--- src/source/hci_pkg.sv ---
/* Shared widths, register map and types of the reduced I3C HCI.
   Queue depth must stay a power of two. */
`default_nettype none

package hci_pkg;

  localparam int unsigned QUEUE_DEPTH     = 64;
  localparam int unsigned CMD_FIFO_WIDTH  = 64;
  localparam int unsigned RESP_FIFO_WIDTH = 32;

  localparam int unsigned CSR_ADDR_W = 12;
  localparam int unsigned CSR_DATA_W = 32;
  localparam int unsigned THLD_W     = 8;
  localparam int unsigned DEPTH_W    = $clog2(QUEUE_DEPTH + 1);

  typedef logic [CSR_ADDR_W-1:0]      csr_addr_t;
  typedef logic [CSR_DATA_W-1:0]      csr_data_t;
  typedef logic [CMD_FIFO_WIDTH-1:0]  cmd_t;
  typedef logic [RESP_FIFO_WIDTH-1:0] resp_t;
  typedef logic [THLD_W-1:0]          thld_t;
  typedef logic [DEPTH_W-1:0]         depth_t;

  // Register byte offsets
  localparam csr_addr_t ADDR_RESET_CONTROL   = 12'h010;  // [1] cmd, [2] resp
  localparam csr_addr_t ADDR_INTR_STATUS     = 12'h020;  // W1C
  localparam csr_addr_t ADDR_INTR_ENABLE     = 12'h024;
  localparam csr_addr_t ADDR_COMMAND_PORT    = 12'h0C0;
  localparam csr_addr_t ADDR_RESPONSE_PORT   = 12'h0C4;
  localparam csr_addr_t ADDR_QUEUE_THLD_CTRL = 12'h0D0;
  localparam csr_addr_t ADDR_QUEUE_STATUS    = 12'h0D4;

  // Soft reset of one queue
  typedef enum logic [1:0] {
    QRST_IDLE,
    QRST_FLUSH,
    QRST_DONE
  } qrst_state_e;

endpackage

`default_nettype wire

--- src/source/hci_queue_if.sv ---
/* Register file to queue link, one per queue.
   port_req stays high until port_ack, which is registered in the queue. */
`timescale 1ns/1ns
`default_nettype none

interface hci_queue_if;
  import hci_pkg::*;

  logic      port_req;
  csr_data_t port_wdata;
  thld_t     thld;
  logic      flush;

  logic      port_ack;
  csr_data_t port_rdata;
  logic      port_empty;  // With port_ack, access found no data
  depth_t    fill;
  logic      thld_trig;

  modport csr (
    output port_req,
    output port_wdata,
    output thld,
    output flush,
    input  port_ack,
    input  port_rdata,
    input  port_empty,
    input  fill,
    input  thld_trig
  );

  modport queue (
    input  port_req,
    input  port_wdata,
    input  thld,
    input  flush,
    output port_ack,
    output port_rdata,
    output port_empty,
    output fill,
    output thld_trig
  );

endinterface

`default_nettype wire

--- src/source/resp_queue.sv ---
/* A port read of an empty queue returns port_empty with zero data.
   A response is readable one cycle after the controller writes it. */
`timescale 1ns/1ns
`default_nettype none

module resp_queue (
  input  logic           clk_i,
  input  logic           rst_ni,
  hci_queue_if.queue     q_if,
  input  logic           resp_wvalid_i,
  input  hci_pkg::resp_t resp_wdata_i,
  output logic           resp_wready_o
);
  import hci_pkg::*;

  logic      fifo_full;
  logic      fifo_empty;
  resp_t     fifo_data;
  depth_t    fill;
  thld_t     eff_thld;
  logic      ack_q;
  logic      empty_q;
  csr_data_t rdata_q;

  assign resp_wready_o = !fifo_full;

  always_ff @(posedge clk_i or negedge rst_ni) begin
    if (!rst_ni) begin
      ack_q   <= 1'b0;
      empty_q <= 1'b0;
    end else begin
      ack_q   <= q_if.port_req;
      empty_q <= q_if.port_req && fifo_empty;
    end
  end

  always_ff @(posedge clk_i) begin
    if (q_if.port_req) rdata_q <= fifo_empty ? '0 : fifo_data;
  end

  sync_fifo #(
    .DEPTH(QUEUE_DEPTH),
    .WIDTH(RESP_FIFO_WIDTH)
  ) u_fifo (
    .clk_i   (clk_i),
    .rst_ni  (rst_ni),
    .flush_i (q_if.flush),
    .push_i  (resp_wvalid_i && resp_wready_o),
    .data_i  (resp_wdata_i),
    .pop_i   (q_if.port_req && !fifo_empty),
    .data_o  (fifo_data),
    .full_o  (fifo_full),
    .empty_o (fifo_empty),
    .count_o (fill)
  );

  // Threshold 0 behaves as 1
  assign eff_thld       = (q_if.thld == '0) ? thld_t'(1) : q_if.thld;
  assign q_if.thld_trig = (thld_t'(fill) >= eff_thld);

  assign q_if.port_ack   = ack_q;
  assign q_if.port_rdata = rdata_q;
  assign q_if.port_empty = empty_q;
  assign q_if.fill       = fill;

  // Response offered while full must not raise the fill
  assert property (@(posedge clk_i) disable iff (!rst_ni)
    (resp_wvalid_i && fifo_full && !q_if.flush) |=> (q_if.fill <= $past(q_if.fill)))
    else $error("response pushed while full");

endmodule

`default_nettype wire

--- src/source/sync_fifo.sv ---
/* DEPTH must be a power of two; data_o shows the head entry without a read delay.
   Push into a full FIFO is dropped, flush wins over push and pop. */
`timescale 1ns/1ns
`default_nettype none

module sync_fifo #(
  parameter int unsigned DEPTH = hci_pkg::QUEUE_DEPTH,
  parameter int unsigned WIDTH = hci_pkg::CMD_FIFO_WIDTH
) (
  input  logic             clk_i,
  input  logic             rst_ni,
  input  logic             flush_i,
  input  logic             push_i,
  input  logic [WIDTH-1:0] data_i,
  input  logic             pop_i,
  output logic [WIDTH-1:0] data_o,
  output logic             full_o,
  output logic             empty_o,
  output hci_pkg::depth_t  count_o
);
  import hci_pkg::*;

  localparam int unsigned PTR_W = $clog2(DEPTH);

  logic [WIDTH-1:0] mem_q [DEPTH];
  logic [PTR_W-1:0] wr_ptr_q;
  logic [PTR_W-1:0] rd_ptr_q;
  depth_t           count_q;
  logic             do_push;
  logic             do_pop;

  assign do_push = push_i && !full_o;
  assign do_pop  = pop_i && !empty_o;

  always_ff @(posedge clk_i or negedge rst_ni) begin
    if (!rst_ni) begin
      wr_ptr_q <= '0;
      rd_ptr_q <= '0;
      count_q  <= '0;
    end else if (flush_i) begin
      wr_ptr_q <= '0;
      rd_ptr_q <= '0;
      count_q  <= '0;
    end else begin
      if (do_push) wr_ptr_q <= wr_ptr_q + 1'b1;
      if (do_pop) rd_ptr_q <= rd_ptr_q + 1'b1;
      if (do_push && !do_pop) count_q <= count_q + 1'b1;
      else if (do_pop && !do_push) count_q <= count_q - 1'b1;
    end
  end

  always_ff @(posedge clk_i) begin
    if (do_push) mem_q[wr_ptr_q] <= data_i;
  end

  assign data_o  = mem_q[rd_ptr_q];
  assign full_o  = (count_q == depth_t'(DEPTH));
  assign empty_o = (count_q == '0);
  assign count_o = count_q;

  assert property (@(posedge clk_i) disable iff (!rst_ni) !(push_i && full_o && !flush_i))
    else $error("push into full FIFO");
  assert property (@(posedge clk_i) disable iff (!rst_ni) !(pop_i && empty_o))
    else $error("pop from empty FIFO");

endmodule

`default_nettype wire

--- src/flat_wrapper.sv ---
// flat-port wrapper written by rule: the top's interface ports become plain ports
module resp_queue_flat import hci_pkg::*;
  (clk_i, rst_ni, resp_wvalid_i, resp_wdata_i, resp_wready_o, q_if_port_req, q_if_port_wdata, q_if_thld, q_if_flush, q_if_port_ack, q_if_port_rdata, q_if_port_empty, q_if_fill, q_if_thld_trig);
  hci_queue_if q_if_i ();
  input  logic clk_i;
  input  logic rst_ni;
  input  logic resp_wvalid_i;
  input  hci_pkg::resp_t resp_wdata_i;
  output logic resp_wready_o;
  input wire logic [$bits(q_if_i.port_req)-1:0] q_if_port_req;
  input wire logic [$bits(q_if_i.port_wdata)-1:0] q_if_port_wdata;
  input wire logic [$bits(q_if_i.thld)-1:0] q_if_thld;
  input wire logic [$bits(q_if_i.flush)-1:0] q_if_flush;
  output wire logic [$bits(q_if_i.port_ack)-1:0] q_if_port_ack;
  output wire logic [$bits(q_if_i.port_rdata)-1:0] q_if_port_rdata;
  output wire logic [$bits(q_if_i.port_empty)-1:0] q_if_port_empty;
  output wire logic [$bits(q_if_i.fill)-1:0] q_if_fill;
  output wire logic [$bits(q_if_i.thld_trig)-1:0] q_if_thld_trig;
  assign q_if_i.port_req = q_if_port_req;
  assign q_if_i.port_wdata = q_if_port_wdata;
  assign q_if_i.thld = q_if_thld;
  assign q_if_i.flush = q_if_flush;
  assign q_if_port_ack = q_if_i.port_ack;
  assign q_if_port_rdata = q_if_i.port_rdata;
  assign q_if_port_empty = q_if_i.port_empty;
  assign q_if_fill = q_if_i.fill;
  assign q_if_thld_trig = q_if_i.thld_trig;
  resp_queue u_core (.clk_i(clk_i), .rst_ni(rst_ni), .q_if(q_if_i), .resp_wvalid_i(resp_wvalid_i), .resp_wdata_i(resp_wdata_i), .resp_wready_o(resp_wready_o));
endmodule
--- config.mk ---
export PLATFORM = sky130hd
export DESIGN_NAME = resp_queue_flat
export DESIGN_NICKNAME = d
export VERILOG_FILES = /design/src/source/hci_pkg.sv /design/src/source/hci_queue_if.sv /design/src/source/resp_queue.sv /design/src/source/sync_fifo.sv /design/src/flat_wrapper.sv
export SDC_FILE = /design/constraint.sdc
export NUM_CORES = 2
export LEC_CHECK = 0
export ABC_AREA = 1
export BUFFER_PORTS_ARGS = -buffer_cell sky130_fd_sc_hd__buf_2
export CORE_MARGIN = 2
export CORE_UTILIZATION = 45
export CTS_BUF_LIST = sky130_fd_sc_hd__clkbuf_8
export CTS_CLUSTER_DIAMETER = 40
export CTS_CLUSTER_SIZE = 40
export DETAILED_ROUTE_END_ITERATION = 8
export SLEW_MARGIN = 20
export SYNTH_ARGS = -nofsm -noshare
export SYNTH_HDL_FRONTEND = slang
export SYNTH_HIERARCHICAL = 1
export SYNTH_SLANG_ARGS = --single-unit
--- constraint.sdc ---
create_clock -name clk_i -period 10.5 [get_ports clk_i]
set_clock_uncertainty 0.1 [all_clocks]
set_input_delay 1.05 -clock clk_i [delete_from_list [all_inputs] [get_ports clk_i]]
set_output_delay 1.05 -clock clk_i [all_outputs]
set_load 0.03 [all_outputs]
Word level (Yosys, flattened, before mapping)
Memories as Yosys holds them, arrays and structs flattened. A register that Yosys moved wholly into a read port is not among the register bits.
Cells that the tools add are included.

operators by class
  add/sub/neg operators = 4
  magnitude comparators = 1
  equality and inequality tests = 1
  mux-type cells = 10
  reduce and logical (&&, ||, !) cells = 16

operators by type and width
  kind                 count
  $mux 6               4
  $mux 7               3
  $add 6x1->6 const B  2
  $ge 7x8->1           1
  $logic_not 8->1      1
  $mux 8               1
  $add 7x1->7 const B  1
  $eq 7x7->1 const B   1
  $logic_and 1x1->1    7
  $logic_not 7->1      1
  $sub 7x1->7 const B  1
  $logic_not 1->1      4
  $reduce_bool 2->1    2
  $reduce_bool 3->1    1
  $mux 1               2

word-level totals
  bits in registers = 21
  RAM bits = 2,048
  bits of input ports = 77
  word-level logic and storage cells = 38
  memories kept = 1

memories
  name                 words  width  rd ports  clocked after memory_dff  wr ports  line             RTL
  u_core.u_fifo.mem_q  64     32     1         1                         1         sync_fifo.sv:25  logic [WIDTH-1:0] mem_q [DEPTH];

Logic depth before layout (Yosys ltp)
  word-level depth = 9
  depth in mapped cells = 15

Modules after synthesis
The synthesis kept the hierarchy.

by module, submodules not included
  module      times used  cells an instance  area each (um^2)
  sync_fifo   1           7,719              85,515.8
  resp_queue  1           149                1,551.5

Worst setup path after synthesis
No wires, ideal clock.

  path kind = input-to-reg
  from = in resp_wvalid_i
  to = mem u_core/u_fifo/mem_q[15][0] (netlist bit) (enable)
  arrival time = 3,553 ps
  required time = 9,939 ps
  slack = 6,386 ps
  cell stages on the path = 4
  path through = inv_1 nor2_1 o21ai_1 nor3_1

between the ends
  longest elaborated chain between the ends = 4

RTL lines
  element                       line               RTL
  start: declaration            flat_wrapper.sv:7  input logic resp_wvalid_i;
  $logic_and 1x1->1             resp_queue.sv:48   .push_i (resp_wvalid_i && resp_wready_o),
  $logic_and 1x1->1             sync_fifo.sv:32    assign do_push = push_i && !full_o;
  $mux 1                        sync_fifo.sv:53    if (do_push) mem_q[wr_ptr_q] <= data_i;
  $mux 1 (not written as such)  sync_fifo.sv:53
  end: declaration              sync_fifo.sv:25

No other way between the ends.

==> key figures <==
Drt
  – WL/cell: roughly 22 um
  – Initial DRC count: 5,932
  – Vias: 56.61k
  – Routed WL: approximately 230,000 um
  – DR pass1 iterations: 5
  – ANT nets after route: 0
  – DRC: 0
  – Vias per Instance: 5.304

Worst setup path
  – Crit-path max FO: around 200
  – Most frequent cell on the critical path: nand2_1
  – WP data arrival: 5.62 ns
  – Slowest stage delay, CP: about 0.8 ns
  – Worst Path Buf+Inv: 4
  – Startpoint types: flop
  – Endpoint class of the critical path: flop
  – Worst Path Required: 11.20 ns
  – Reg2Reg Depth: 14
  – Critical path class: flop to flop
  – Worst-path cell chain: buf_4 > buf_12 > buf_12 > or2_2 > nand3_1 > nand2_1 > nand2_1 > nand2_1 > nor2_1 > nand2_1 > nand3_1 > nand2_1 > inv_1 > nor2_1
  – Largest delay contributor family on the critical path: buffers and inverters
  – Worst path depth: 14
  – Slowest CP cell: dfrtp_4

Global routing
  – Remaining Overflow, GRT: 0
  – First-pass GRT wire length: 342,600 um
  – Antenna violations before repair: 10
  – Vias in the first global route: 53.98k
  – Met3 Use GR: 0.03793
  – Largest net degree at the start of global routing: 204
  – Grt met1 use: 0.3159
  – GR peak layer: met2
  – M2 GR Usage: 0.3838
  – Overall Global Routing Usage: 0.2314

Synthesis
  – Synth cell count leaders: nand2_1, edfxtp_1, nor2_1
  – #FFs+latches synth: 2,101
  – Ys flop type: edfxtp_1
  – Most frequent cell after synthesis: nand2_1
  – Synth Cell Area: between 80,000 and 90,000 um^2
  – Share of flip-flops with an asynchronous set or reset: 0.009995
  – Synth cell types: 28
  – Yosys top cell by area: edfxtp_1
  – Top cell type's share of synthesized area: 0.7174
  – Post-Syn Nets: around 8.0k
  – EDFF count, synth: about 2.1k
  – Syn_area_per_cell: 11.07 um^2
  – Top cells by area, synth: edfxtp_1, nand2_1, nor2_1, nand3_1, o21ai_0
  – Syn. warnings: 6
  – Sequential fraction of the synthesis area: 0.7234
  – Syn Inst Count: a little under 8k

Hold path
  – WHS Path Cells: 2
  – Worst hold path class: input pin to flop

Clock network
  – Clock buffer depth: 4
  – Sink Count: 2,101
  – H-tree levels: 5
  – CTS root buf: clkbuf_8
  – Post-CTS Repair Setup Buffers: 0
  – CTS tree: yes
  – Later-pin clock latency in the skew report: ~1.0 ns
  – Clk slew on worst S/H paths: 0.09 ns
  – Num CTS Buffers: 279

Power and ir drop
  – Pwr dens: 217.8 nW/um^2
  – Final Power: ~0.021 W
  – NetSw: 0.006862 W
  – Combinational power share: 0.232
  – Power share of the clock group: 0.317
  – Power Internal: 0.01413 W
  – Peak supply drop: roughly 0.00025 V
  – Sequential power share: 0.450
  – Pleak: 36.35 nW
  – Net Sw Frac: 0.3269

STA
  – Relative slew margins: 0.2470
  – Final min period: 4.920 ns
  – Worst Max-Slew Pin Slew: 1.126 ns
  – Fin. Hold Viols: 0
  – Setup TNS: 0 ns
  – Count of final setup violators: 0
  – Max-slew violation count: 0
  – FMAX: roughly 0.20 GHz
  – Period utilisation layout: 0.4686
  – RSZ-0062 raised after global routing: false

Place
  – Post-DP HPWL: 117,100 um
  – RD Place Congestion: 0.7875
  – Port Buf Inserts: 87

Cells and area
  – Share of layout cells above drive strength 1: 0.09444
  – Nets: 8,038
  – Syn-to-layout area delta: 10.67%

Floorplan
  – DIE AREA: 197,000 um^2
  – Die W: 443.9 um
  – FP Rows: about 160
  – Initial Util: 0.4526
  – IO Count: between 100 and 150
  – Core area: 192,400 um^2
  – Die height: 443.9 um

Run
  – Max Cap Viol: 0

Outcome
  – Run status: finished clean
==> worst paths after layout <==
path,startpoint,end,slack [ns]
min in group asynchronous,rst_ni,u_core/u_fifo/count_o[1],0.44
max in group asynchronous,rst_ni,u_core/u_fifo/rd_ptr_q[2],9.42
worst min register to register,u_core/u_fifo/wr_ptr_q[0],u_core/u_fifo/wr_ptr_q[0],0.49
worst max-delay path,u_core/u_fifo/rd_ptr_q[0],u_core/q_if.port_rdata[0],5.58
worst max register to register,u_core/u_fifo/rd_ptr_q[0],u_core/q_if.port_rdata[0],5.58
worst min-delay path,q_if_flush,u_core/u_fifo/wr_ptr_q[0],0.23
==> routing by layer <==
| layer | vias to the layer above | share of wire | routed length [um] |
|---|---|---|---|
| met4 | 4 | 0.024 | 5566 |
| met1 | 27750 | 0.43 | 98210 |
| li1 | 26610 | - | - |
| met2 | 1898 | 0.48 | 110700 |
| met5 | - | 0.00012 | 28 |
| met3 | 351 | 0.070 | 16090 |
==> power groups by stage <==
stage | logic [W] | registers, W | clock network [W]
floorplan | 0.00333 | 0.00974 | 0
global placement | 0.00482 | 0.00964 | 0
detailed placement | 0.00488 | 0.00964 | 0
CTS | 0.00489 | 0.00945 | 0.00679
global route | 0.00547 | 0.00946 | 0.00713
finish | 0.00488 | 0.00945 | 0.00666
==> worst reg2reg max path, delay by kind of cell (launching register included) <==
kind,cells,cell delay [ns]
buffers and inverters,4,2.21
flip-flops,1,0.81
AND/OR/NAND/NOR,10,1.56
==> cell families (layout without fill, tap and decap cells) <==
group / count (synthesis) / in the layout / share of synthesized area
compound gates: 604 / 604 / 0.03491
xor+xnor: 4 / 4 / 0.0004024
fa+ha+maj: 16 / 16 / 0.002386
buf+inv: 961 / 1236 / 0.04557
flops: 2101 / 2101 / 0.7234
other cells: 0 / 4 / 0
simple gates: 4182 / 4182 / 0.1933
==> registers in the layout (all words and copies together), names as in the netlist <==
signal	cells
u_core/q_if.port_rdata	32
u_core/u_fifo/rd_ptr_q	6
u_core/u_fifo/count_o	7
u_core/q_if.port_ack	1
u_core/u_fifo/wr_ptr_q	6
u_core/q_if.port_empty	1
u_core/u_fifo/mem_q	2048
==> metrics by stage <==
stage          cells    util  worst slack (ns)  cell area (um^2)  hold slack, ns
3_5_place_dp   10190  0.4699             5.648             90390          0.4789
6_report       10670  0.5009             5.580             96350          0.2277
5_1_grt        10670  0.5008             5.282             96350          0.1625
4_1_cts        10670  0.5007             5.627             96330          0.1195
3_3_place_gp   10190  0.4697             5.603             90360          0.4725
2_1_floorplan   7868       -             6.386             87070          0.4439
==> layout make-up <==
type	count	area (um^2)
flip-flops and latches	2101	63000
diodes	4	10.01
clock inverters	193	1993
repair buffers	233	1654
multi-input cells	4806	20600
clock buffers	286	3936
fillers	16750	96020
inverters	524	2004
well taps	2526	3161
==> cells in the final DEF, fill, tap and decap left out, drive strengths merged, types with 2 or more instances in the layout <==
master,netlist,final
a21oi,138,138
buf,297,232
bufinv,0,34
clkbuf,140,286
clkinv,0,81
clkinvlp,0,17
dfrtp,21,21
diode,0,4
edfxtp,2080,2080
ha,15,15
inv,524,585
nand2,2189,2189
nand3,811,811
nand4,6,6
nor2,1134,1134
nor3,8,8
o211ai,3,3
o21ai,459,459
or2,34,34
xnor2,2,2
xor2,2,2
==> timing repair <==
item	CTS	global route
gates resized for setup	0	0
hold endpoints to repair	21	0
hold buffers	1	0
Note: power is estimated with default switching activity, not from simulation.
