==> config.mk <==
export PLATFORM = sky130hd
export DESIGN_NAME = cmd_queue_flat
export DESIGN_NICKNAME = d
export VERILOG_FILES = /design/src/source/hci_pkg.sv /design/src/source/hci_queue_if.sv /design/src/source/cmd_queue.sv /design/src/source/sync_fifo.sv /design/src/flat_wrapper.sv
export SDC_FILE = /design/constraint.sdc
export NUM_CORES = 2
export LEC_CHECK = 0
export BUFFER_PORTS_ARGS = -buffer_cell sky130_fd_sc_hd__buf_4
export CAP_MARGIN = 20
export CORE_UTILIZATION = 55
export DETAILED_ROUTE_END_ITERATION = 10
export PLACE_DENSITY_LB_ADDON = 0.25
export SYNTH_ARGS = -nofsm -noshare
export SYNTH_HDL_FRONTEND = slang
export SYNTH_HIERARCHICAL = 1
export SYNTH_SLANG_ARGS = --single-unit
==> constraint.sdc <==
create_clock -name clk_i -period 4.8 [get_ports clk_i]
set_input_delay 0.48 -clock clk_i [delete_from_list [all_inputs] [get_ports clk_i]]
set_output_delay 0.48 -clock clk_i [all_outputs]
set_load 0.02 [all_outputs]
==> src/source/hci_pkg.sv <==
/* Shared widths, register map and types of the reduced I3C HCI.
   Queue depth must stay a power of two. */
`default_nettype none

package hci_pkg;

  localparam int unsigned QUEUE_DEPTH     = 64;
  localparam int unsigned CMD_FIFO_WIDTH  = 64;
  localparam int unsigned RESP_FIFO_WIDTH = 32;

  localparam int unsigned CSR_ADDR_W = 12;
  localparam int unsigned CSR_DATA_W = 32;
  localparam int unsigned THLD_W     = 8;
  localparam int unsigned DEPTH_W    = $clog2(QUEUE_DEPTH + 1);

  typedef logic [CSR_ADDR_W-1:0]      csr_addr_t;
  typedef logic [CSR_DATA_W-1:0]      csr_data_t;
  typedef logic [CMD_FIFO_WIDTH-1:0]  cmd_t;
  typedef logic [RESP_FIFO_WIDTH-1:0] resp_t;
  typedef logic [THLD_W-1:0]          thld_t;
  typedef logic [DEPTH_W-1:0]         depth_t;

  // Register byte offsets
  localparam csr_addr_t ADDR_RESET_CONTROL   = 12'h010;  // [1] cmd, [2] resp
  localparam csr_addr_t ADDR_INTR_STATUS     = 12'h020;  // W1C
  localparam csr_addr_t ADDR_INTR_ENABLE     = 12'h024;
  localparam csr_addr_t ADDR_COMMAND_PORT    = 12'h0C0;
  localparam csr_addr_t ADDR_RESPONSE_PORT   = 12'h0C4;
  localparam csr_addr_t ADDR_QUEUE_THLD_CTRL = 12'h0D0;
  localparam csr_addr_t ADDR_QUEUE_STATUS    = 12'h0D4;

  // Soft reset of one queue
  typedef enum logic [1:0] {
    QRST_IDLE,
    QRST_FLUSH,
    QRST_DONE
  } qrst_state_e;

endpackage

`default_nettype wire

==> src/source/hci_queue_if.sv <==
/* Register file to queue link, one per queue.
   port_req stays high until port_ack, which is registered in the queue. */
`timescale 1ns/1ns
`default_nettype none

interface hci_queue_if;
  import hci_pkg::*;

  logic      port_req;
  csr_data_t port_wdata;
  thld_t     thld;
  logic      flush;

  logic      port_ack;
  csr_data_t port_rdata;
  logic      port_empty;  // With port_ack, access found no data
  depth_t    fill;
  logic      thld_trig;

  modport csr (
    output port_req,
    output port_wdata,
    output thld,
    output flush,
    input  port_ack,
    input  port_rdata,
    input  port_empty,
    input  fill,
    input  thld_trig
  );

  modport queue (
    input  port_req,
    input  port_wdata,
    input  thld,
    input  flush,
    output port_ack,
    output port_rdata,
    output port_empty,
    output fill,
    output thld_trig
  );

endinterface

`default_nettype wire

==> src/source/cmd_queue.sv <==
/* Two COMMAND_PORT words form one command, first word in bits 31:0.
   The completing word waits without ack while the FIFO is full. */
`timescale 1ns/1ns
`default_nettype none

module cmd_queue (
  input  logic          clk_i,
  input  logic          rst_ni,
  hci_queue_if.queue    q_if,
  output logic          cmd_rvalid_o,
  output hci_pkg::cmd_t cmd_rdata_o,
  input  logic          cmd_rready_i
);
  import hci_pkg::*;

  logic      phase_q;  // First word held
  csr_data_t lo_word_q;
  cmd_t      cmd_q;
  logic      push_q;
  logic      ack_q;
  logic      accept;
  logic      fifo_full;
  logic      fifo_empty;
  depth_t    fill;
  depth_t    free;

  // First word always fits, second one needs a free entry
  assign accept = q_if.port_req && (!phase_q || !fifo_full);

  always_ff @(posedge clk_i or negedge rst_ni) begin
    if (!rst_ni) begin
      phase_q <= 1'b0;
      push_q  <= 1'b0;
      ack_q   <= 1'b0;
    end else begin
      ack_q <= accept;
      if (q_if.flush) begin
        phase_q <= 1'b0;
        push_q  <= 1'b0;
      end else begin
        push_q <= accept && phase_q;  // Lands in FIFO with the ack
        if (accept) phase_q <= !phase_q;
      end
    end
  end

  always_ff @(posedge clk_i) begin
    if (accept && !phase_q) lo_word_q <= q_if.port_wdata;
    if (accept && phase_q) cmd_q <= {q_if.port_wdata, lo_word_q};
  end

  sync_fifo #(
    .DEPTH(QUEUE_DEPTH),
    .WIDTH(CMD_FIFO_WIDTH)
  ) u_fifo (
    .clk_i   (clk_i),
    .rst_ni  (rst_ni),
    .flush_i (q_if.flush),
    .push_i  (push_q),
    .data_i  (cmd_q),
    .pop_i   (cmd_rvalid_o && cmd_rready_i),
    .data_o  (cmd_rdata_o),
    .full_o  (fifo_full),
    .empty_o (fifo_empty),
    .count_o (fill)
  );

  assign cmd_rvalid_o = !fifo_empty;

  // Empty-space trigger
  assign free           = depth_t'(QUEUE_DEPTH) - fill;
  assign q_if.thld_trig = (thld_t'(free) >= q_if.thld);

  assign q_if.port_ack   = ack_q;
  assign q_if.port_rdata = lo_word_q;
  assign q_if.port_empty = fifo_empty;
  assign q_if.fill       = fill;

endmodule

`default_nettype wire

==> src/source/sync_fifo.sv <==
/* DEPTH must be a power of two; data_o shows the head entry without a read delay.
   Push into a full FIFO is dropped, flush wins over push and pop. */
`timescale 1ns/1ns
`default_nettype none

module sync_fifo #(
  parameter int unsigned DEPTH = hci_pkg::QUEUE_DEPTH,
  parameter int unsigned WIDTH = hci_pkg::CMD_FIFO_WIDTH
) (
  input  logic             clk_i,
  input  logic             rst_ni,
  input  logic             flush_i,
  input  logic             push_i,
  input  logic [WIDTH-1:0] data_i,
  input  logic             pop_i,
  output logic [WIDTH-1:0] data_o,
  output logic             full_o,
  output logic             empty_o,
  output hci_pkg::depth_t  count_o
);
  import hci_pkg::*;

  localparam int unsigned PTR_W = $clog2(DEPTH);

  logic [WIDTH-1:0] mem_q [DEPTH];
  logic [PTR_W-1:0] wr_ptr_q;
  logic [PTR_W-1:0] rd_ptr_q;
  depth_t           count_q;
  logic             do_push;
  logic             do_pop;

  assign do_push = push_i && !full_o;
  assign do_pop  = pop_i && !empty_o;

  always_ff @(posedge clk_i or negedge rst_ni) begin
    if (!rst_ni) begin
      wr_ptr_q <= '0;
      rd_ptr_q <= '0;
      count_q  <= '0;
    end else if (flush_i) begin
      wr_ptr_q <= '0;
      rd_ptr_q <= '0;
      count_q  <= '0;
    end else begin
      if (do_push) wr_ptr_q <= wr_ptr_q + 1'b1;
      if (do_pop) rd_ptr_q <= rd_ptr_q + 1'b1;
      if (do_push && !do_pop) count_q <= count_q + 1'b1;
      else if (do_pop && !do_push) count_q <= count_q - 1'b1;
    end
  end

  always_ff @(posedge clk_i) begin
    if (do_push) mem_q[wr_ptr_q] <= data_i;
  end

  assign data_o  = mem_q[rd_ptr_q];
  assign full_o  = (count_q == depth_t'(DEPTH));
  assign empty_o = (count_q == '0);
  assign count_o = count_q;

  assert property (@(posedge clk_i) disable iff (!rst_ni) !(push_i && full_o && !flush_i))
    else $error("push into full FIFO");
  assert property (@(posedge clk_i) disable iff (!rst_ni) !(pop_i && empty_o))
    else $error("pop from empty FIFO");

endmodule

`default_nettype wire

==> src/flat_wrapper.sv <==
// flat-port wrapper written by rule: the top's interface ports become plain ports
module cmd_queue_flat import hci_pkg::*;
  (clk_i, rst_ni, cmd_rvalid_o, cmd_rdata_o, cmd_rready_i, q_if_port_req, q_if_port_wdata, q_if_thld, q_if_flush, q_if_port_ack, q_if_port_rdata, q_if_port_empty, q_if_fill, q_if_thld_trig);
  hci_queue_if q_if_i ();
  input  logic clk_i;
  input  logic rst_ni;
  output logic cmd_rvalid_o;
  output hci_pkg::cmd_t cmd_rdata_o;
  input  logic cmd_rready_i;
  input wire logic [$bits(q_if_i.port_req)-1:0] q_if_port_req;
  input wire logic [$bits(q_if_i.port_wdata)-1:0] q_if_port_wdata;
  input wire logic [$bits(q_if_i.thld)-1:0] q_if_thld;
  input wire logic [$bits(q_if_i.flush)-1:0] q_if_flush;
  output wire logic [$bits(q_if_i.port_ack)-1:0] q_if_port_ack;
  output wire logic [$bits(q_if_i.port_rdata)-1:0] q_if_port_rdata;
  output wire logic [$bits(q_if_i.port_empty)-1:0] q_if_port_empty;
  output wire logic [$bits(q_if_i.fill)-1:0] q_if_fill;
  output wire logic [$bits(q_if_i.thld_trig)-1:0] q_if_thld_trig;
  assign q_if_i.port_req = q_if_port_req;
  assign q_if_i.port_wdata = q_if_port_wdata;
  assign q_if_i.thld = q_if_thld;
  assign q_if_i.flush = q_if_flush;
  assign q_if_port_ack = q_if_i.port_ack;
  assign q_if_port_rdata = q_if_i.port_rdata;
  assign q_if_port_empty = q_if_i.port_empty;
  assign q_if_fill = q_if_i.fill;
  assign q_if_thld_trig = q_if_i.thld_trig;
  cmd_queue u_core (.clk_i(clk_i), .rst_ni(rst_ni), .q_if(q_if_i), .cmd_rvalid_o(cmd_rvalid_o), .cmd_rdata_o(cmd_rdata_o), .cmd_rready_i(cmd_rready_i));
endmodule
# After elaboration in Yosys (flattened, before gate mapping)
# Memory sizes are Yosys's and may differ from the RTL's.
# Index checks and enable logic that the tools add are counted.
dict set report classes {
  n_mux 12
  addsub 5
  reduce_logical 19
  order_cmp 1
  n_eq_ne 1
}
# op n
set ops {}
lappend ops {{2-to-1 mux 6 bit} 4}
lappend ops {{2-to-1 mux 7 bit} 3}
lappend ops {{adder 6 x 1 -> 6 bit, second input constant} 2}
lappend ops {{greater-or-equal comparator 7 x 8 -> 1 bit} 1}
lappend ops {{logical AND 1 bit} 8}
lappend ops {{adder 7 x 1 -> 7 bit, second input constant} 1}
lappend ops {{== test 7 bit, second input constant} 1}
lappend ops {{logical NOT 7 bit} 1}
lappend ops {{subtractor 7 x 1 -> 7 bit, second input constant} 1}
lappend ops {{subtractor 7 bit, first input constant} 1}
lappend ops {{nonzero test 2 bit} 3}
lappend ops {{logical NOT 1 bit} 5}
lappend ops {{2-to-1 mux 1 bit} 5}
lappend ops {{nonzero test 3 bit} 1}
lappend ops {{logical OR 1 bit} 1}
dict set report totals {
  regBits 118
  mem_bits_rw 4096
  out_inout_bits 107
  memories 1
}
# memory depth word_bits rd rd_ports_with_merged_regs write_ports line
set mem_list {}
lappend mem_list {u_core.u_fifo.mem_q 64 64 1 0 1 sync_fifo.sv:25} ;# logic [WIDTH-1:0] mem_q [DEPTH];

# Longest topological paths before layout
dict set report logic_depth {
  word_depth 8
  mapped_depth 14
  mapped_depth_nobuf 13
}

# Cells and area by module
# The synthesis kept the hierarchy.
# mod seq_area_each_um2 area_each_um2 instances cells_per_inst
set by_module_without_submodules {}
lappend by_module_without_submodules {sync_fifo 123473.4 156471.3 1 6520}
lappend by_module_without_submodules {cmd_queue 2957.8 3294.4 1 143}

# Least setup slack after synthesis
# No wires, ideal clock.
dict set report synth_timing {
  path_type {register to register}
  start {register u_core.u_fifo.count_q[2], in the netlist u_core/u_fifo/count_o[2]}
  end {memory u_core/u_fifo/mem_q[63][0] (netlist bit), enable pin}
  t_required_ns 4.313
  slack_ns 0.029
  arrival_ns 4.284
  path_stages_with_launch 8
  path_buffers 2
  cell_sequence {dfrtp_1 > or4_4 > o41a_1 > buf_2 > and2_0 > clkbuf_1 > nand3_2 > nor2_1}
}
dict set report synth_via {
  elab_chain_len 5
}
# item line
set synth_rtl {}
lappend synth_rtl {{start: declaration} sync_fifo.sv:28} ;# depth_t count_q;
lappend synth_rtl {{start signal: assignment} sync_fifo.sv:47} ;# if (do_push && !do_pop) count_q <= count_q + 1'b1;
lappend synth_rtl {{start signal: assignment} sync_fifo.sv:48} ;# else if (do_pop && !do_push) count_q <= count_q - 1'b1;
lappend synth_rtl {{== test 7 bit} sync_fifo.sv:57} ;# assign full_o = (count_q == depth_t'(DEPTH));
lappend synth_rtl {{logical NOT 1 bit} sync_fifo.sv:32} ;# assign do_push = push_i && !full_o;
lappend synth_rtl {{logical AND 1 bit} sync_fifo.sv:32}
lappend synth_rtl {{2-to-1 mux 1 bit} sync_fifo.sv:53} ;# if (do_push) mem_q[wr_ptr_q] <= data_i;
lappend synth_rtl {{2-to-1 mux 1 bit (not written as such)} sync_fifo.sv:53}
lappend synth_rtl {{end: declaration} sync_fifo.sv:25}
# No other way between the ends.

# Worst setup path in the final report
dict set report layout_timing {
  start {register u_core.u_fifo.rd_ptr_q[1]}
  end {output port cmd_rdata_o[13]}
}
dict set report layout_via {
  elab_chain_len 1
}
# item line
set layout_rtl {}
lappend layout_rtl {{start: declaration} sync_fifo.sv:27} ;# logic [PTR_W-1:0] rd_ptr_q;
lappend layout_rtl {{start signal: assignment} sync_fifo.sv:46} ;# if (do_pop) rd_ptr_q <= rd_ptr_q + 1'b1;
lappend layout_rtl {{memory (64 x 64 bit)} n/a}
lappend layout_rtl {{end: declaration} flat_wrapper.sv:8} ;# output hci_pkg::cmd_t cmd_rdata_o;
# No other way between the ends.

==> summary.txt <==
Status
  • Outcome: complete, no violations

Drt
  • Via density: 6.86
  • Count of vias placed by the detailed router: 78400
  • Wire length after detailed routing: 425000 um
  • DRC errors left: 0
  • Detailed-route wire length per cell: 37.2 um
  • Final antenna-violating net count: 0
  • Number of search-and-repair iterations in the first detailed-routing pass: 5
  • 1st-iter DRT viols: 11600

Yosys
  • Area contributors post-synth: sky130_fd_sc_hd__edfxtp_1, sky130_fd_sc_hd__mux4_2, sky130_fd_sc_hd__mux2i_1, sky130_fd_sc_hd__a22oi_1, sky130_fd_sc_hd__buf_2
  • #FFs+latches synth: 4214
  • Post-synthesis instance area: 0.160 mm2
  • Avg Synthesized Cell Area: 24.0 um2
  • Post-synth top cells: sky130_fd_sc_hd__edfxtp_1, sky130_fd_sc_hd__mux4_2, sky130_fd_sc_hd__mux2i_1
  • Cell type with the largest total area after synthesis: sky130_fd_sc_hd__edfxtp_1
  • Dominant cell by count in the synthesized netlist: sky130_fd_sc_hd__edfxtp_1
  • Proportion of register bits with asynchronous set or reset after synthesis: 0.00522
  • Seq/Total Area, Yosys: 0.791
  • Distinct cell type count after synthesis: 60
  • Synthesis Warnings: 6
  • Area share of the largest cell type after synthesis: 0.788
  • Dominant synthesized flop cell: sky130_fd_sc_hd__edfxtp_1
  • EDFF count, synth: 4192
  • Post-Syn Instances: 6663
  • Number of nets produced by synthesis: 6725

Timing
  • Worst Slack Setup Final: 4.21 ps
  • Aggregate negative setup slack: 0 ps
  • Worst clock skew: 74.2 ps
  • Max-Slew Margin vs Limit: 0.202
  • Maximum achievable frequency: 209 MHz
  • Share of the clock period used by the worst path after layout: 0.999
  • Count of final hold-check violations: 0
  • Worst hold-check slack: 220 ps
  • Worst slew pin tran: 1190 ps
  • Number of max-slew violations in the final report: 0
  • Tmin final: 4800 ps
  • Number of endpoints failing setup at the final stage: 0

Place
  • Count of port buffers added during placement: 151
  • Pre-CTS worst setup slack: 686 ps
  • Post-detailed-placement cell area: 0.169 mm2
  • Placer's final routability congestion estimate: 0.818
  • Detailed placer's ending HPWL: 232000 um
  • Number of placed instances with taps included: 10600

Cells and area
  • Number of standard cells in the layout, taps in and fillers out: 11400
  • Area taken by flip-flops and latches: 0.126 mm2
  • Final net count: 7356
  • Fin util: 0.631
  • Footprint of the multi-input gates: 0.0321 mm2
  • Number of fillers in the final layout: 18800
  • Layout Area Growth over Synthesis: 13.9%
  • Final std cell area, no fill: 0.182 mm2
  • Share of layout cells above drive strength 1: 0.303

Floorplanning
  • Core area: 0.288 mm2
  • Number of rows in the core area: 197
  • IO Pins: 152
  • Initial standard-cell utilization of the core: 0.554
  • Y dimension of the die: 541 um
  • Overall die area: 0.293 mm2
  • Horizontal die dimension: 541 um

Clock tree
  • Clock tree from TritonCTS: done
  • Clock latency at the later pin of the worst-skew pair: 1000 ps
  • Maximum level of the CTS H-tree: 5
  • Clock buffer count from CTS: 408
  • Clock tree root driver cell: sky130_fd_sc_hd__clkbuf_16
  • Number of clock sinks: 4214
  • Deepest clock path buffer count: 4
  • Clock-pin slew reported for the worst setup and hold paths after clock tree synthesis: 60 ps

Global routing
  • Number of antenna violations at the first check in global routing: 12
  • Largest net degree at the start of global routing: 111
  • Overall global routing resource usage: 0.292
  • First-pass GRT wire length: 594000 um
  • Grt ovf: 0
  • Vias in the first global route: 77500

Setup path
  • WP data required: 4320 ps
  • CP startpoint kind: register
  • Type of element capturing the critical path: output pin
  • Critical path type: register to output pin
  • Maximum fanout count along the critical path: 24
  • Critical path data arrival time: 4320 ps

Pwr
  • Ratio of total power to cell area: 488 mW/mm2
  • Switching part of the total power: 0.253
  • VDD IR-drop max: 0.481 mV
  • Portion of total power attributed to the clock network: 0.347
  • Internal power: 66.4 mW
  • Standby leakage power: 56.0 nW
  • Total Power: 88.8 mW
  • Psw: 22.5 mW
  • Sequential power share: 0.458
  • Logic pwr share: 0.195

Min path
  • Class of the tightest hold or removal check: input port to register

Job
  • Count of maximum capacitance violations: 0
[kinds of logic after synthesis]
kind of cell,share of synthesized area
flops,0.791
mux,0.168
compound gates,0.0197
buf+inv,0.0112
simple gates,0.00717
xor+xnor,0.000987
fa+ha+maj,0.00138
[registers in the layout, summed over array words and instances, names as in the netlist]
| register | flops |
|---|---|
| u_core/cmd_q | 64 |
| u_core/u_fifo/wr_ptr_q | 6 |
| u_core/phase_q | 1 |
| u_core/q_if.port_ack | 1 |
| u_core/u_fifo/mem_q | 4096 |
| u_core/u_fifo/count_o | 7 |
| u_core/u_fifo/rd_ptr_q | 6 |
| u_core/q_if.port_rdata | 32 |
| u_core/push_q | 1 |
[layer usage]
metal	vias up	part of all wire	wire length [um]	track usage
met1	42400	0.37	159000	0.422
li1	30100	-	-	-
met5	-	0.000042	18	0
met3	755	0.11	48000	0.0523
met4	2	0.039	16400	0.101
met2	5103	0.48	202000	0.455
[power by group through the flow]
stage,clock (mW),sequential (mW),combinational [mW]
floorplan,0,41.7,12.1
global placement,0,41.5,17.1
detailed placement,0,41.5,17.2
CTS,31.2,40.7,17.5
global route,32.6,40.7,18.3
finish,30.9,40.7,17.3
[layout by cell type, fill, tap and decap left out, types with 8 or more instances in the layout]
cell type	count
sky130_fd_sc_hd__edfxtp_1	4192
sky130_fd_sc_hd__mux4_2	1105
sky130_fd_sc_hd__buf_4	433
sky130_fd_sc_hd__clkbuf_16	410
sky130_fd_sc_hd__mux2i_1	198
sky130_fd_sc_hd__clkinv_1	100
sky130_fd_sc_hd__buf_12	99
sky130_fd_sc_hd__clkbuf_1	88
sky130_fd_sc_hd__o21ai_1	85
sky130_fd_sc_hd__a22oi_1	80
sky130_fd_sc_hd__clkinv_2	74
sky130_fd_sc_hd__o22ai_1	68
sky130_fd_sc_hd__nor2_4	66
sky130_fd_sc_hd__nand2_1	62
sky130_fd_sc_hd__nor2_1	52
sky130_fd_sc_hd__a221oi_1	46
sky130_fd_sc_hd__o21ai_0	45
sky130_fd_sc_hd__a211oi_1	42
sky130_fd_sc_hd__dlygate4sd3_1	37
sky130_fd_sc_hd__a21oi_1	36
sky130_fd_sc_hd__bufinv_16	28
sky130_fd_sc_hd__o211ai_1	24
sky130_fd_sc_hd__nor3_1	19
sky130_fd_sc_hd__clkinvlp_4	17
sky130_fd_sc_hd__nand3_1	16
sky130_fd_sc_hd__ha_1	16
sky130_fd_sc_hd__dfrtp_1	16
sky130_fd_sc_hd__a21o_1	15
sky130_fd_sc_hd__inv_1	14
sky130_fd_sc_hd__inv_6	10
sky130_fd_sc_hd__xor2_1	9
sky130_fd_sc_hd__xnor2_1	9
sky130_fd_sc_hd__clkinv_16	8
sky130_fd_sc_hd__a32oi_1	8
[worst max-delay path, stage by stage, from the launching register on]
cell	delay, ps
sky130_fd_sc_hd__dfrtp_4	690
sky130_fd_sc_hd__buf_12	300
sky130_fd_sc_hd__buf_4	340
sky130_fd_sc_hd__mux4_2	350
sky130_fd_sc_hd__mux4_2	480
sky130_fd_sc_hd__o21ai_1	710
sky130_fd_sc_hd__nand2_1	240
sky130_fd_sc_hd__buf_4	220
[path summary, 6_finish.rpt]
check / from / end / slack (ps) / cells past startpoint
max: u_core/u_fifo/rd_ptr_q[1] / cmd_rdata_o[13] / 4 / 7
min: q_if_port_wdata[26] / u_core/q_if.port_rdata[26] / 220 / 2
max reg2reg: u_core/u_fifo/count_o[2] / u_core/u_fifo/mem_q[20][53] / 670 / 6
min reg2reg: u_core/q_if.port_rdata[24] / u_core/cmd_q[24] / 450 / 0
max in group asynchronous: rst_ni / u_core/u_fifo/rd_ptr_q[2] / 4070 / 4
min in group asynchronous: rst_ni / u_core/u_fifo/count_o[2] / 530 / 4
[final cells by class]
type,instances,share of cell area
diodes,5,0.0000687
clock buffers,498,0.0582
clock inverters,249,0.0122
inverters,19,0.000447
multi-input cells,2070,0.176
flip-flops and latches,4214,0.695
well taps,3781,0.0260
repair buffers,581,0.0321
[repair_timing]
| item | 4_1_cts | 5_1_grt |
|---|---|---|
| endpoints found under the hold margin | 108 | 0 |
| setup endpoints to repair | 45 | 10 |
| hold buffers | 38 | 0 |
| gates resized for setup | 8 | 5 |
| pin swaps | 0 | 0 |
| setup buffers | 7 | 7 |
No activity file was read; power rests on OpenSTA's default activity.
