==> config.mk <==
export PLATFORM = sky130hd
export DESIGN_NAME = hci_csr_flat
export DESIGN_NICKNAME = d
export VERILOG_FILES = /design/src/source/hci_pkg.sv /design/src/source/hci_queue_if.sv /design/src/source/hci_csr.sv /design/src/flat_wrapper.sv
export SDC_FILE = /design/constraint.sdc
export NUM_CORES = 1
export LEC_CHECK = 0
export ABC_AREA = 1
export BUFFER_PORTS_ARGS = -buffer_cell sky130_fd_sc_hd__buf_2
export CAP_MARGIN = 0
export CORE_AREA = 2 2 99 101
export CTS_CLUSTER_DIAMETER = 120
export DETAILED_ROUTE_END_ITERATION = 8
export DIE_AREA = 0 0 101 103
export PLACE_DENSITY = 0.72
export SLEW_MARGIN = 20
export SYNTH_ARGS = -nofsm -noshare
export SYNTH_HDL_FRONTEND = slang
export SYNTH_SLANG_ARGS = --single-unit
==> constraint.sdc <==
create_clock -name clk_i -period 1.92 [get_ports clk_i]
set_input_delay 0.384 -clock clk_i [delete_from_list [all_inputs] [get_ports clk_i]]
set_output_delay 0.384 -clock clk_i [all_outputs]
set_load 0.03 [all_outputs]
==> src/source/hci_pkg.sv <==
/* Shared widths, register map and types of the reduced I3C HCI.
   Queue depth must stay a power of two. */
`default_nettype none

package hci_pkg;

  localparam int unsigned QUEUE_DEPTH     = 64;
  localparam int unsigned CMD_FIFO_WIDTH  = 64;
  localparam int unsigned RESP_FIFO_WIDTH = 32;

  localparam int unsigned CSR_ADDR_W = 12;
  localparam int unsigned CSR_DATA_W = 32;
  localparam int unsigned THLD_W     = 8;
  localparam int unsigned DEPTH_W    = $clog2(QUEUE_DEPTH + 1);

  typedef logic [CSR_ADDR_W-1:0]      csr_addr_t;
  typedef logic [CSR_DATA_W-1:0]      csr_data_t;
  typedef logic [CMD_FIFO_WIDTH-1:0]  cmd_t;
  typedef logic [RESP_FIFO_WIDTH-1:0] resp_t;
  typedef logic [THLD_W-1:0]          thld_t;
  typedef logic [DEPTH_W-1:0]         depth_t;

  // Register byte offsets
  localparam csr_addr_t ADDR_RESET_CONTROL   = 12'h010;  // [1] cmd, [2] resp
  localparam csr_addr_t ADDR_INTR_STATUS     = 12'h020;  // W1C
  localparam csr_addr_t ADDR_INTR_ENABLE     = 12'h024;
  localparam csr_addr_t ADDR_COMMAND_PORT    = 12'h0C0;
  localparam csr_addr_t ADDR_RESPONSE_PORT   = 12'h0C4;
  localparam csr_addr_t ADDR_QUEUE_THLD_CTRL = 12'h0D0;
  localparam csr_addr_t ADDR_QUEUE_STATUS    = 12'h0D4;

  // Soft reset of one queue
  typedef enum logic [1:0] {
    QRST_IDLE,
    QRST_FLUSH,
    QRST_DONE
  } qrst_state_e;

endpackage

`default_nettype wire

==> src/source/hci_queue_if.sv <==
/* Register file to queue link, one per queue.
   port_req stays high until port_ack, which is registered in the queue. */
`timescale 1ns/1ns
`default_nettype none

interface hci_queue_if;
  import hci_pkg::*;

  logic      port_req;
  csr_data_t port_wdata;
  thld_t     thld;
  logic      flush;

  logic      port_ack;
  csr_data_t port_rdata;
  logic      port_empty;  // With port_ack, access found no data
  depth_t    fill;
  logic      thld_trig;

  modport csr (
    output port_req,
    output port_wdata,
    output thld,
    output flush,
    input  port_ack,
    input  port_rdata,
    input  port_empty,
    input  fill,
    input  thld_trig
  );

  modport queue (
    input  port_req,
    input  port_wdata,
    input  thld,
    input  flush,
    output port_ack,
    output port_rdata,
    output port_empty,
    output fill,
    output thld_trig
  );

endinterface

`default_nettype wire

==> src/source/hci_csr.sv <==
/* Host holds csr_req_i until an ack and drops it the cycle after.
   Port accesses are answered by the queues, all other registers here. */
`timescale 1ns/1ns
`default_nettype none

module hci_csr (
  input  logic               clk_i,
  input  logic               rst_ni,
  input  logic               csr_req_i,
  input  logic               csr_req_is_wr_i,
  input  hci_pkg::csr_addr_t csr_addr_i,
  input  hci_pkg::csr_data_t csr_wr_data_i,
  output logic               csr_wr_ack_o,
  output logic               csr_rd_ack_o,
  output hci_pkg::csr_data_t csr_rd_data_o,
  output logic               csr_err_o,
  hci_queue_if.csr           cmd_if,
  hci_queue_if.csr           resp_if,
  output logic               irq_o
);
  import hci_pkg::*;

  logic        active;
  logic        wr;
  logic        rd;
  logic        reg_wr;
  logic        reg_rd;
  logic        addr_ok;
  csr_data_t   reg_rdata;
  logic        reg_wr_ack_q;
  logic        reg_rd_ack_q;
  logic        err_q;
  csr_data_t   rd_data_q;
  thld_t       cmd_thld_q;
  thld_t       resp_thld_q;
  logic [1:0]  intr_status_q;  // [0] cmd ready, [1] resp ready
  logic [1:0]  intr_enable_q;
  logic [1:0]  intr_clr;
  logic [1:0]  qrst_start;     // [0] cmd, [1] resp
  logic [1:0]  qrst_busy;
  qrst_state_e qrst_q [2];

  // Ack cycle must not count as a new access
  assign active = csr_req_i && !csr_wr_ack_o && !csr_rd_ack_o;
  assign wr     = active && csr_req_is_wr_i;
  assign rd     = active && !csr_req_is_wr_i;
  assign reg_wr = wr && (csr_addr_i != ADDR_COMMAND_PORT);
  assign reg_rd = rd && (csr_addr_i != ADDR_RESPONSE_PORT);

  assign cmd_if.port_req    = wr && (csr_addr_i == ADDR_COMMAND_PORT);
  assign cmd_if.port_wdata  = csr_wr_data_i;
  assign resp_if.port_req   = rd && (csr_addr_i == ADDR_RESPONSE_PORT);
  assign resp_if.port_wdata = csr_wr_data_i;

  always_comb begin
    reg_rdata = '0;
    addr_ok   = 1'b1;
    case (csr_addr_i)
      ADDR_RESET_CONTROL:   reg_rdata = {29'b0, qrst_busy, 1'b0};
      ADDR_INTR_STATUS:     reg_rdata = {30'b0, intr_status_q};
      ADDR_INTR_ENABLE:     reg_rdata = {30'b0, intr_enable_q};
      ADDR_QUEUE_THLD_CTRL: reg_rdata = {16'b0, resp_thld_q, cmd_thld_q};
      ADDR_QUEUE_STATUS:    reg_rdata = {9'b0, resp_if.fill, 9'b0, cmd_if.fill};
      default:              addr_ok = 1'b0;
    endcase
  end

  assign intr_clr = (reg_wr && csr_addr_i == ADDR_INTR_STATUS) ? csr_wr_data_i[1:0] : 2'b00;

  always_ff @(posedge clk_i or negedge rst_ni) begin
    if (!rst_ni) begin
      reg_wr_ack_q  <= 1'b0;
      reg_rd_ack_q  <= 1'b0;
      err_q         <= 1'b0;
      cmd_thld_q    <= '0;
      resp_thld_q   <= '0;
      intr_status_q <= '0;
      intr_enable_q <= '0;
    end else begin
      reg_wr_ack_q <= reg_wr;
      reg_rd_ack_q <= reg_rd;
      err_q <= (reg_wr && (!addr_ok || csr_addr_i == ADDR_QUEUE_STATUS)) ||
               (reg_rd && !addr_ok);
      if (reg_wr && csr_addr_i == ADDR_INTR_ENABLE) intr_enable_q <= csr_wr_data_i[1:0];
      if (reg_wr && csr_addr_i == ADDR_QUEUE_THLD_CTRL) begin
        cmd_thld_q  <= csr_wr_data_i[7:0];
        resp_thld_q <= csr_wr_data_i[15:8];
      end
      // Set beats clear
      intr_status_q <= (intr_status_q & ~intr_clr) | {resp_if.thld_trig, cmd_if.thld_trig};
    end
  end

  always_ff @(posedge clk_i) begin
    if (reg_rd) rd_data_q <= reg_rdata;
  end

  // Soft reset per queue, bit stays set for flush and done
  assign qrst_start[0] = reg_wr && (csr_addr_i == ADDR_RESET_CONTROL) && csr_wr_data_i[1];
  assign qrst_start[1] = reg_wr && (csr_addr_i == ADDR_RESET_CONTROL) && csr_wr_data_i[2];

  always_ff @(posedge clk_i or negedge rst_ni) begin
    if (!rst_ni) begin
      for (int i = 0; i < 2; i++) qrst_q[i] <= QRST_IDLE;
    end else begin
      for (int i = 0; i < 2; i++) begin
        case (qrst_q[i])
          QRST_IDLE:  if (qrst_start[i]) qrst_q[i] <= QRST_FLUSH;
          QRST_FLUSH: qrst_q[i] <= QRST_DONE;
          default:    qrst_q[i] <= QRST_IDLE;
        endcase
      end
    end
  end

  assign qrst_busy      = {qrst_q[1] != QRST_IDLE, qrst_q[0] != QRST_IDLE};
  assign cmd_if.flush   = (qrst_q[0] == QRST_FLUSH);
  assign resp_if.flush  = (qrst_q[1] == QRST_FLUSH);
  assign cmd_if.thld    = cmd_thld_q;
  assign resp_if.thld   = resp_thld_q;

  assign csr_wr_ack_o  = reg_wr_ack_q | cmd_if.port_ack;
  assign csr_rd_ack_o  = reg_rd_ack_q | resp_if.port_ack;
  assign csr_rd_data_o = resp_if.port_ack ? resp_if.port_rdata : rd_data_q;
  assign csr_err_o     = err_q | (resp_if.port_ack & resp_if.port_empty);
  assign irq_o         = |(intr_status_q & intr_enable_q);

  // Queue and register acks together give one pulse per request
  assert property (@(posedge clk_i) disable iff (!rst_ni)
    (csr_wr_ack_o || csr_rd_ack_o) |=> !(csr_wr_ack_o || csr_rd_ack_o))
    else $error("second ack for one request");

endmodule

`default_nettype wire

==> src/flat_wrapper.sv <==
// flat-port wrapper written by rule: the top's interface ports become plain ports
module hci_csr_flat import hci_pkg::*;
  (clk_i, rst_ni, csr_req_i, csr_req_is_wr_i, csr_addr_i, csr_wr_data_i, csr_wr_ack_o, csr_rd_ack_o, csr_rd_data_o, csr_err_o, irq_o, cmd_if_port_req, cmd_if_port_wdata, cmd_if_thld, cmd_if_flush, cmd_if_port_ack, cmd_if_port_rdata, cmd_if_port_empty, cmd_if_fill, cmd_if_thld_trig, resp_if_port_req, resp_if_port_wdata, resp_if_thld, resp_if_flush, resp_if_port_ack, resp_if_port_rdata, resp_if_port_empty, resp_if_fill, resp_if_thld_trig);
  hci_queue_if cmd_if_i ();
  hci_queue_if resp_if_i ();
  input  logic clk_i;
  input  logic rst_ni;
  input  logic csr_req_i;
  input  logic csr_req_is_wr_i;
  input  hci_pkg::csr_addr_t csr_addr_i;
  input  hci_pkg::csr_data_t csr_wr_data_i;
  output logic csr_wr_ack_o;
  output logic csr_rd_ack_o;
  output hci_pkg::csr_data_t csr_rd_data_o;
  output logic csr_err_o;
  output logic irq_o;
  output wire logic [$bits(cmd_if_i.port_req)-1:0] cmd_if_port_req;
  output wire logic [$bits(cmd_if_i.port_wdata)-1:0] cmd_if_port_wdata;
  output wire logic [$bits(cmd_if_i.thld)-1:0] cmd_if_thld;
  output wire logic [$bits(cmd_if_i.flush)-1:0] cmd_if_flush;
  input wire logic [$bits(cmd_if_i.port_ack)-1:0] cmd_if_port_ack;
  input wire logic [$bits(cmd_if_i.port_rdata)-1:0] cmd_if_port_rdata;
  input wire logic [$bits(cmd_if_i.port_empty)-1:0] cmd_if_port_empty;
  input wire logic [$bits(cmd_if_i.fill)-1:0] cmd_if_fill;
  input wire logic [$bits(cmd_if_i.thld_trig)-1:0] cmd_if_thld_trig;
  output wire logic [$bits(resp_if_i.port_req)-1:0] resp_if_port_req;
  output wire logic [$bits(resp_if_i.port_wdata)-1:0] resp_if_port_wdata;
  output wire logic [$bits(resp_if_i.thld)-1:0] resp_if_thld;
  output wire logic [$bits(resp_if_i.flush)-1:0] resp_if_flush;
  input wire logic [$bits(resp_if_i.port_ack)-1:0] resp_if_port_ack;
  input wire logic [$bits(resp_if_i.port_rdata)-1:0] resp_if_port_rdata;
  input wire logic [$bits(resp_if_i.port_empty)-1:0] resp_if_port_empty;
  input wire logic [$bits(resp_if_i.fill)-1:0] resp_if_fill;
  input wire logic [$bits(resp_if_i.thld_trig)-1:0] resp_if_thld_trig;
  assign cmd_if_port_req = cmd_if_i.port_req;
  assign cmd_if_port_wdata = cmd_if_i.port_wdata;
  assign cmd_if_thld = cmd_if_i.thld;
  assign cmd_if_flush = cmd_if_i.flush;
  assign cmd_if_i.port_ack = cmd_if_port_ack;
  assign cmd_if_i.port_rdata = cmd_if_port_rdata;
  assign cmd_if_i.port_empty = cmd_if_port_empty;
  assign cmd_if_i.fill = cmd_if_fill;
  assign cmd_if_i.thld_trig = cmd_if_thld_trig;
  assign resp_if_port_req = resp_if_i.port_req;
  assign resp_if_port_wdata = resp_if_i.port_wdata;
  assign resp_if_thld = resp_if_i.thld;
  assign resp_if_flush = resp_if_i.flush;
  assign resp_if_i.port_ack = resp_if_port_ack;
  assign resp_if_i.port_rdata = resp_if_port_rdata;
  assign resp_if_i.port_empty = resp_if_port_empty;
  assign resp_if_i.fill = resp_if_fill;
  assign resp_if_i.thld_trig = resp_if_thld_trig;
  hci_csr u_core (.clk_i(clk_i), .rst_ni(rst_ni), .csr_req_i(csr_req_i), .csr_req_is_wr_i(csr_req_is_wr_i), .csr_addr_i(csr_addr_i), .csr_wr_data_i(csr_wr_data_i), .csr_wr_ack_o(csr_wr_ack_o), .csr_rd_ack_o(csr_rd_ack_o), .csr_rd_data_o(csr_rd_data_o), .csr_err_o(csr_err_o), .cmd_if(cmd_if_i), .resp_if(resp_if_i), .irq_o(irq_o));
endmodule
Yosys cells after proc, flatten, opt, wreduce, memory -nomap -nowiden
Cells that the tools add are included.

storage, ports and cells
  output and inout port bits = 120
  input port bits = 132
  logic and storage cells = 67
  bits in registers = 59

operators by class
  reductions and logical operators = 28
  bitwise operators = 8
  equality and inequality tests = 13
  multiplexer cells = 8

operator list
  cell                                                                    number
  23-bit one-hot mux with 5 select lines                                  1
  12-bit by 8-bit equality test with 1-bit output, second input constant  4
  32-bit 2-to-1 mux                                                       1
  12-bit by 6-bit equality test with 1-bit output, second input constant  2
  12-bit by 8-bit != test with 1-bit output, second input constant        2
  1-bit logical AND                                                       16
  12-bit by 5-bit equality test with 1-bit output, second input constant  1
  2-bit one-hot mux with 2 select lines                                   2
  2-bit 2-to-1 mux                                                        3
  5-bit OR reduction                                                      1
  2-bit bitwise AND                                                       2
  2-bit by 1-bit equality test with 1-bit output, second input constant   2
  1-bit zero test                                                         4
  2-bit zero test                                                         2
  2-bit by 1-bit != test with 1-bit output, second input constant         2
  2-bit nonzero test                                                      2
  1-bit OR                                                                3
  1-bit logical OR                                                        2
  2-bit inverter                                                          1
  2-bit OR                                                                1
  2-bit OR reduction                                                      1
  1-bit bitwise AND                                                       1
  1-bit 2-to-1 mux                                                        1

Longest topological paths before layout
  depth in word-level cells = 11
  mapped depth = 10
  mapped depth without buffers = 9

Worst setup path before layout
Ideal clock, no wire load.

  path kind = input -> output
  from = input csr_addr_i[11]
  to = output cmd_if_port_req
  stages on the path = 5
  data required time = 1.536 ns
  slack = 0.063 ns
  arrival = 1.473 ns
  buffers on the path = 0
  cells stage by stage = nor2_1 > nand2_2 > nor2_4 > nand2_2 > nor3_1

between the ends
  cells in the longest elaborated chain, start to end = 2

ends and longest elaborated chain
  element                                          line                source
  start: declaration                               flat_wrapper.sv:10  input hci_pkg::csr_addr_t csr_addr_i;
  12-bit by 8-bit equality test with 1-bit output  hci_csr.sv:50       assign cmd_if.port_req = wr && (csr_addr_i == ADDR_COMMAND_PORT);
  1-bit logical AND                                hci_csr.sv:50
  end: declaration                                 flat_wrapper.sv:17  output wire logic [$bits(cmd_if_i.port_req)-1:0] cmd_if_port_req;

Every way passes these cells.

Final worst setup path
  from = register u_core.reg_rd_ack_q
  to = output cmd_if_port_req

between the ends
  cells in the longest elaborated chain, start to end = 5

ends and longest elaborated chain
  element                   line            source
  start: declaration        hci_csr.sv:31   logic reg_rd_ack_q;
  start signal: assignment  hci_csr.sv:81   reg_rd_ack_q <= reg_rd;
  1-bit OR                  hci_csr.sv:123  assign csr_rd_ack_o = reg_rd_ack_q | resp_if.port_ack;
  1-bit zero test           hci_csr.sv:44   assign active = csr_req_i && !csr_wr_ack_o && !csr_rd_ack_o;
  1-bit logical AND         hci_csr.sv:44
  1-bit logical AND         hci_csr.sv:45   assign wr = active && csr_req_is_wr_i;
  1-bit logical AND         hci_csr.sv:50

Every way passes these cells.

==> impl_metrics.env <==
export IMPL_start_kind="flip-flop"
export IMPL_fillers=979
export IMPL_drive_gt1_frac=0.401
export IMPL_avgViaCountPerCell=4.43
export IMPL_cts_tree="done"
export IMPL_syn_nets=544
export IMPL_io_buffers=170
export IMPL_postCtsHoldBufs=0
export IMPL_fin_crit_ns=1.81
export IMPL_drv_slew=0
export IMPL_final_setup_tns_ns=0
export IMPL_synth_distinct_cells=27
export IMPL_seq_area_frac_synth=0.423
export IMPL_die_h_um=103
export IMPL_postCtsSetupBuffers=0
export IMPL_setup_violations_final=0
export IMPL_peakVddDrop_uv=248
export IMPL_cp_max_fo=4
export IMPL_fmax_mhz=553
export IMPL_placed_area_um2=3700
export IMPL_final_common_cell="buf_2"
export IMPL_status="finished, final reports clean"
export IMPL_ys_ff_latch=50
export IMPL_max_slew_margin_rel=0.579
export IMPL_die_area_um2=10400
export IMPL_maxCapViolations=0
export IMPL_first_pass_iters=4
export IMPL_powerDensity_nw_per_um2=613
export IMPL_syn_avg_cell_area_um2=7.84
export IMPL_post_route_util=0.402
export IMPL_fin_area_um2=3800
export IMPL_core_area_um2=9460
export IMPL_final_cell_mix="170 x buf_2, 131 x nand2_1, 54 x inv_1"
export IMPL_overflow=0
export IMPL_p_seq_frac=0.484
export IMPL_grt_total_usage=0.141
export IMPL_power_frac_comb=0.205
export IMPL_power_switching_mw=0.672
export IMPL_final_hold_viol_count=0
export IMPL_clkLatencyLatePin_ns=0.30
export IMPL_grt_pass1_wl_um=11400
export IMPL_route_vias_total=2806
export IMPL_syn2layout_area_growth_pct=17.9
export IMPL_num_nets_final=650
export IMPL_drc=0
export IMPL_initial_core_util=0.341
export IMPL_worstPathCellList="nor2_8, nand3_4, nor3_1, buf_2"
export IMPL_hp_class="input pin to asynchronous set/reset pin"
export IMPL_cts_sinks=50
export IMPL_p_sw_frac=0.288
export IMPL_cts_buffers=5
export IMPL_slowest_delay_ns=0.44
export IMPL_cp_slowest_cell="dfrtp_1"
export IMPL_netlist_area_um2=3230
export IMPL_fp_row_count=36
export IMPL_clk_pin_slew_ns=0.09
export IMPL_antenna_cells=0
export IMPL_required_ns=1.54
export IMPL_drt_total_wl_um=8060
export IMPL_finalCritPeriodShare=0.942
export IMPL_clockBufferDepth=2
export IMPL_wire_per_inst_um=12.7
export IMPL_crit_type="flip-flop to output pin"
export IMPL_critPathBufInv=1
export IMPL_postRouteAntennaNets=0
export IMPL_htreeDepth=2
export IMPL_fin_skew_ns=0.00765
export IMPL_gp_congestion=0.843
export IMPL_clock_root_buffer="clkbuf_8"
export IMPL_cp_arrival_ns=1.43
export IMPL_grt_antenna_before_repair=0
export IMPL_synthCells=412
export IMPL_cts_resized=0
export IMPL_grt_pass1_vias=2428
export IMPL_max_slew_worst_pin_slew_ns=0.632
export IMPL_p_int_mw=1.66
export IMPL_ys_warnings_count=0
export IMPL_rsz0062_at_grt="false"
export IMPL_power_leakage_nw=2.19
export IMPL_ios=252
export IMPL_dp_hpwl_um=6550
export IMPL_cp_top_family="simple AND/OR/NAND/NOR gates"
export IMPL_critPathCaptureType="output pin"
export IMPL_drt_iter0_markers=77
export IMPL_power_frac_clock=0.311
export IMPL_grt_max_degree=31
export IMPL_chipWidth_um=101
-- registers in the layout, indices dropped and copies added, names as in the netlist --
name,cells
u_core.reg_wr_ack_q,1
u_core.cmd_if.thld,8
u_core.rd_data_q,23
u_core.intr_enable_q,2
u_core.intr_status_q,2
u_core.resp_if.thld,8
u_core.qrst_q,4
u_core.err_q,1
u_core.reg_rd_ack_q,1
-- power by group through the flow --
stage	combinational, mW	sequential (mW)	clock (mW)
floorplan	0.450	1.15	0
global placement	0.474	1.15	0
detailed placement	0.481	1.15	0
CTS	0.482	1.13	0.758
global route	0.516	1.13	0.805
finish	0.477	1.13	0.726
-- kinds of logic (layout without fill, tap and decap cells) --
family	count (synthesis)	count (layout)	share of synthesized area
compound gates	16	16	0.0310
buf+inv	132	239	0.243
flops	50	50	0.423
simple gates	214	214	0.302
-- per-stage QoR --
step / instances / setup WS, ns / hold slack, ns / power, mW
after floorplan: 412 / 0.0634 / 0.0884 / 1.60
after global placement: 625 / 0.195 / 0.429 / 1.63
after detailed placement: 625 / 0.141 / 0.440 / 1.63
after CTS: 633 / 0.111 / 0.108 / 2.37
after global routing: 633 / 0.0465 / 0.128 / 2.45
final: 633 / 0.111 / 0.0930 / 2.33
-- per-layer routing --
| metal | wire length, µm | global-route usage | vias up |
|---|---|---|---|
| met1 | 2990 | 0.154 | 1252 |
| met5 | 0 | 0 | - |
| met3 | 588 | 0.0271 | 14 |
| met4 | 162 | 0.0499 | 0 |
| met2 | 4320 | 0.270 | 143 |
| li1 | - | - | 1397 |
-- cell usage after synthesis, drive strengths merged --
| cell | count | share of area |
|---|---|---|
| o211ai | 1 | 0.0023 |
| clkbuf | 5 | 0.0058 |
| edfxtp | 23 | 0.21 |
| a21o | 1 | 0.0023 |
| nor2 | 43 | 0.069 |
| o21ai | 9 | 0.014 |
| buf | 69 | 0.17 |
| a22o | 4 | 0.011 |
| a21oi | 1 | 0.0015 |
| nand3 | 17 | 0.030 |
| nand2 | 146 | 0.19 |
| nor3 | 4 | 0.0078 |
| nor4 | 2 | 0.0039 |
| nand4 | 2 | 0.0039 |
| dfrtp | 27 | 0.21 |
| inv | 58 | 0.070 |
-- final timing paths --
check / start / endpoint / slack [ns] / cells after the start
min in group clk_i: cmd_if_thld_trig / u_core.intr_status_q[0]$_DFF_PN0_ / 0.27 / 3
hold reg to reg: u_core.qrst_q[3]$_DFFE_PN0P_ / u_core.qrst_q[3]$_DFFE_PN0P_ / 0.45 / 1
setup / recovery: u_core.reg_rd_ack_q$_DFF_PN0_ / cmd_if_port_req / 0.11 / 4
hold / removal: rst_ni / u_core.cmd_if.thld[4]$_DFFE_PN0P_ / 0.09 / 1
setup reg to reg: u_core.reg_rd_ack_q$_DFF_PN0_ / u_core.cmd_if.thld[2]$_DFFE_PN0P_ / 0.46 / 8
max in group asynchronous: rst_ni / u_core.cmd_if.thld[2]$_DFFE_PN0P_ / 1.41 / 1
-- final cells by class --
cell class,count,area (µm²),share of cell area
inverter,58,225,0.0592
sequential,50,1370,0.359
tap,114,143,0.0375
multi-input combinational,230,1080,0.283
clock buffer,5,68.8,0.0181
timing repair buffer,173,886,0.233
clock inverter,3,40.0,0.0105
-- worst register-to-register path: cells and delay by family, from the launching register on --
kind / cells / cell delay (ns)
flip-flops: 1 / 0.44
AO/OA/AOI/OAI: 1 / 0.08
AND/OR/NAND/NOR: 6 / 0.70
buffers and inverters: 1 / 0.13
Power figures use the tool's default switching activity.
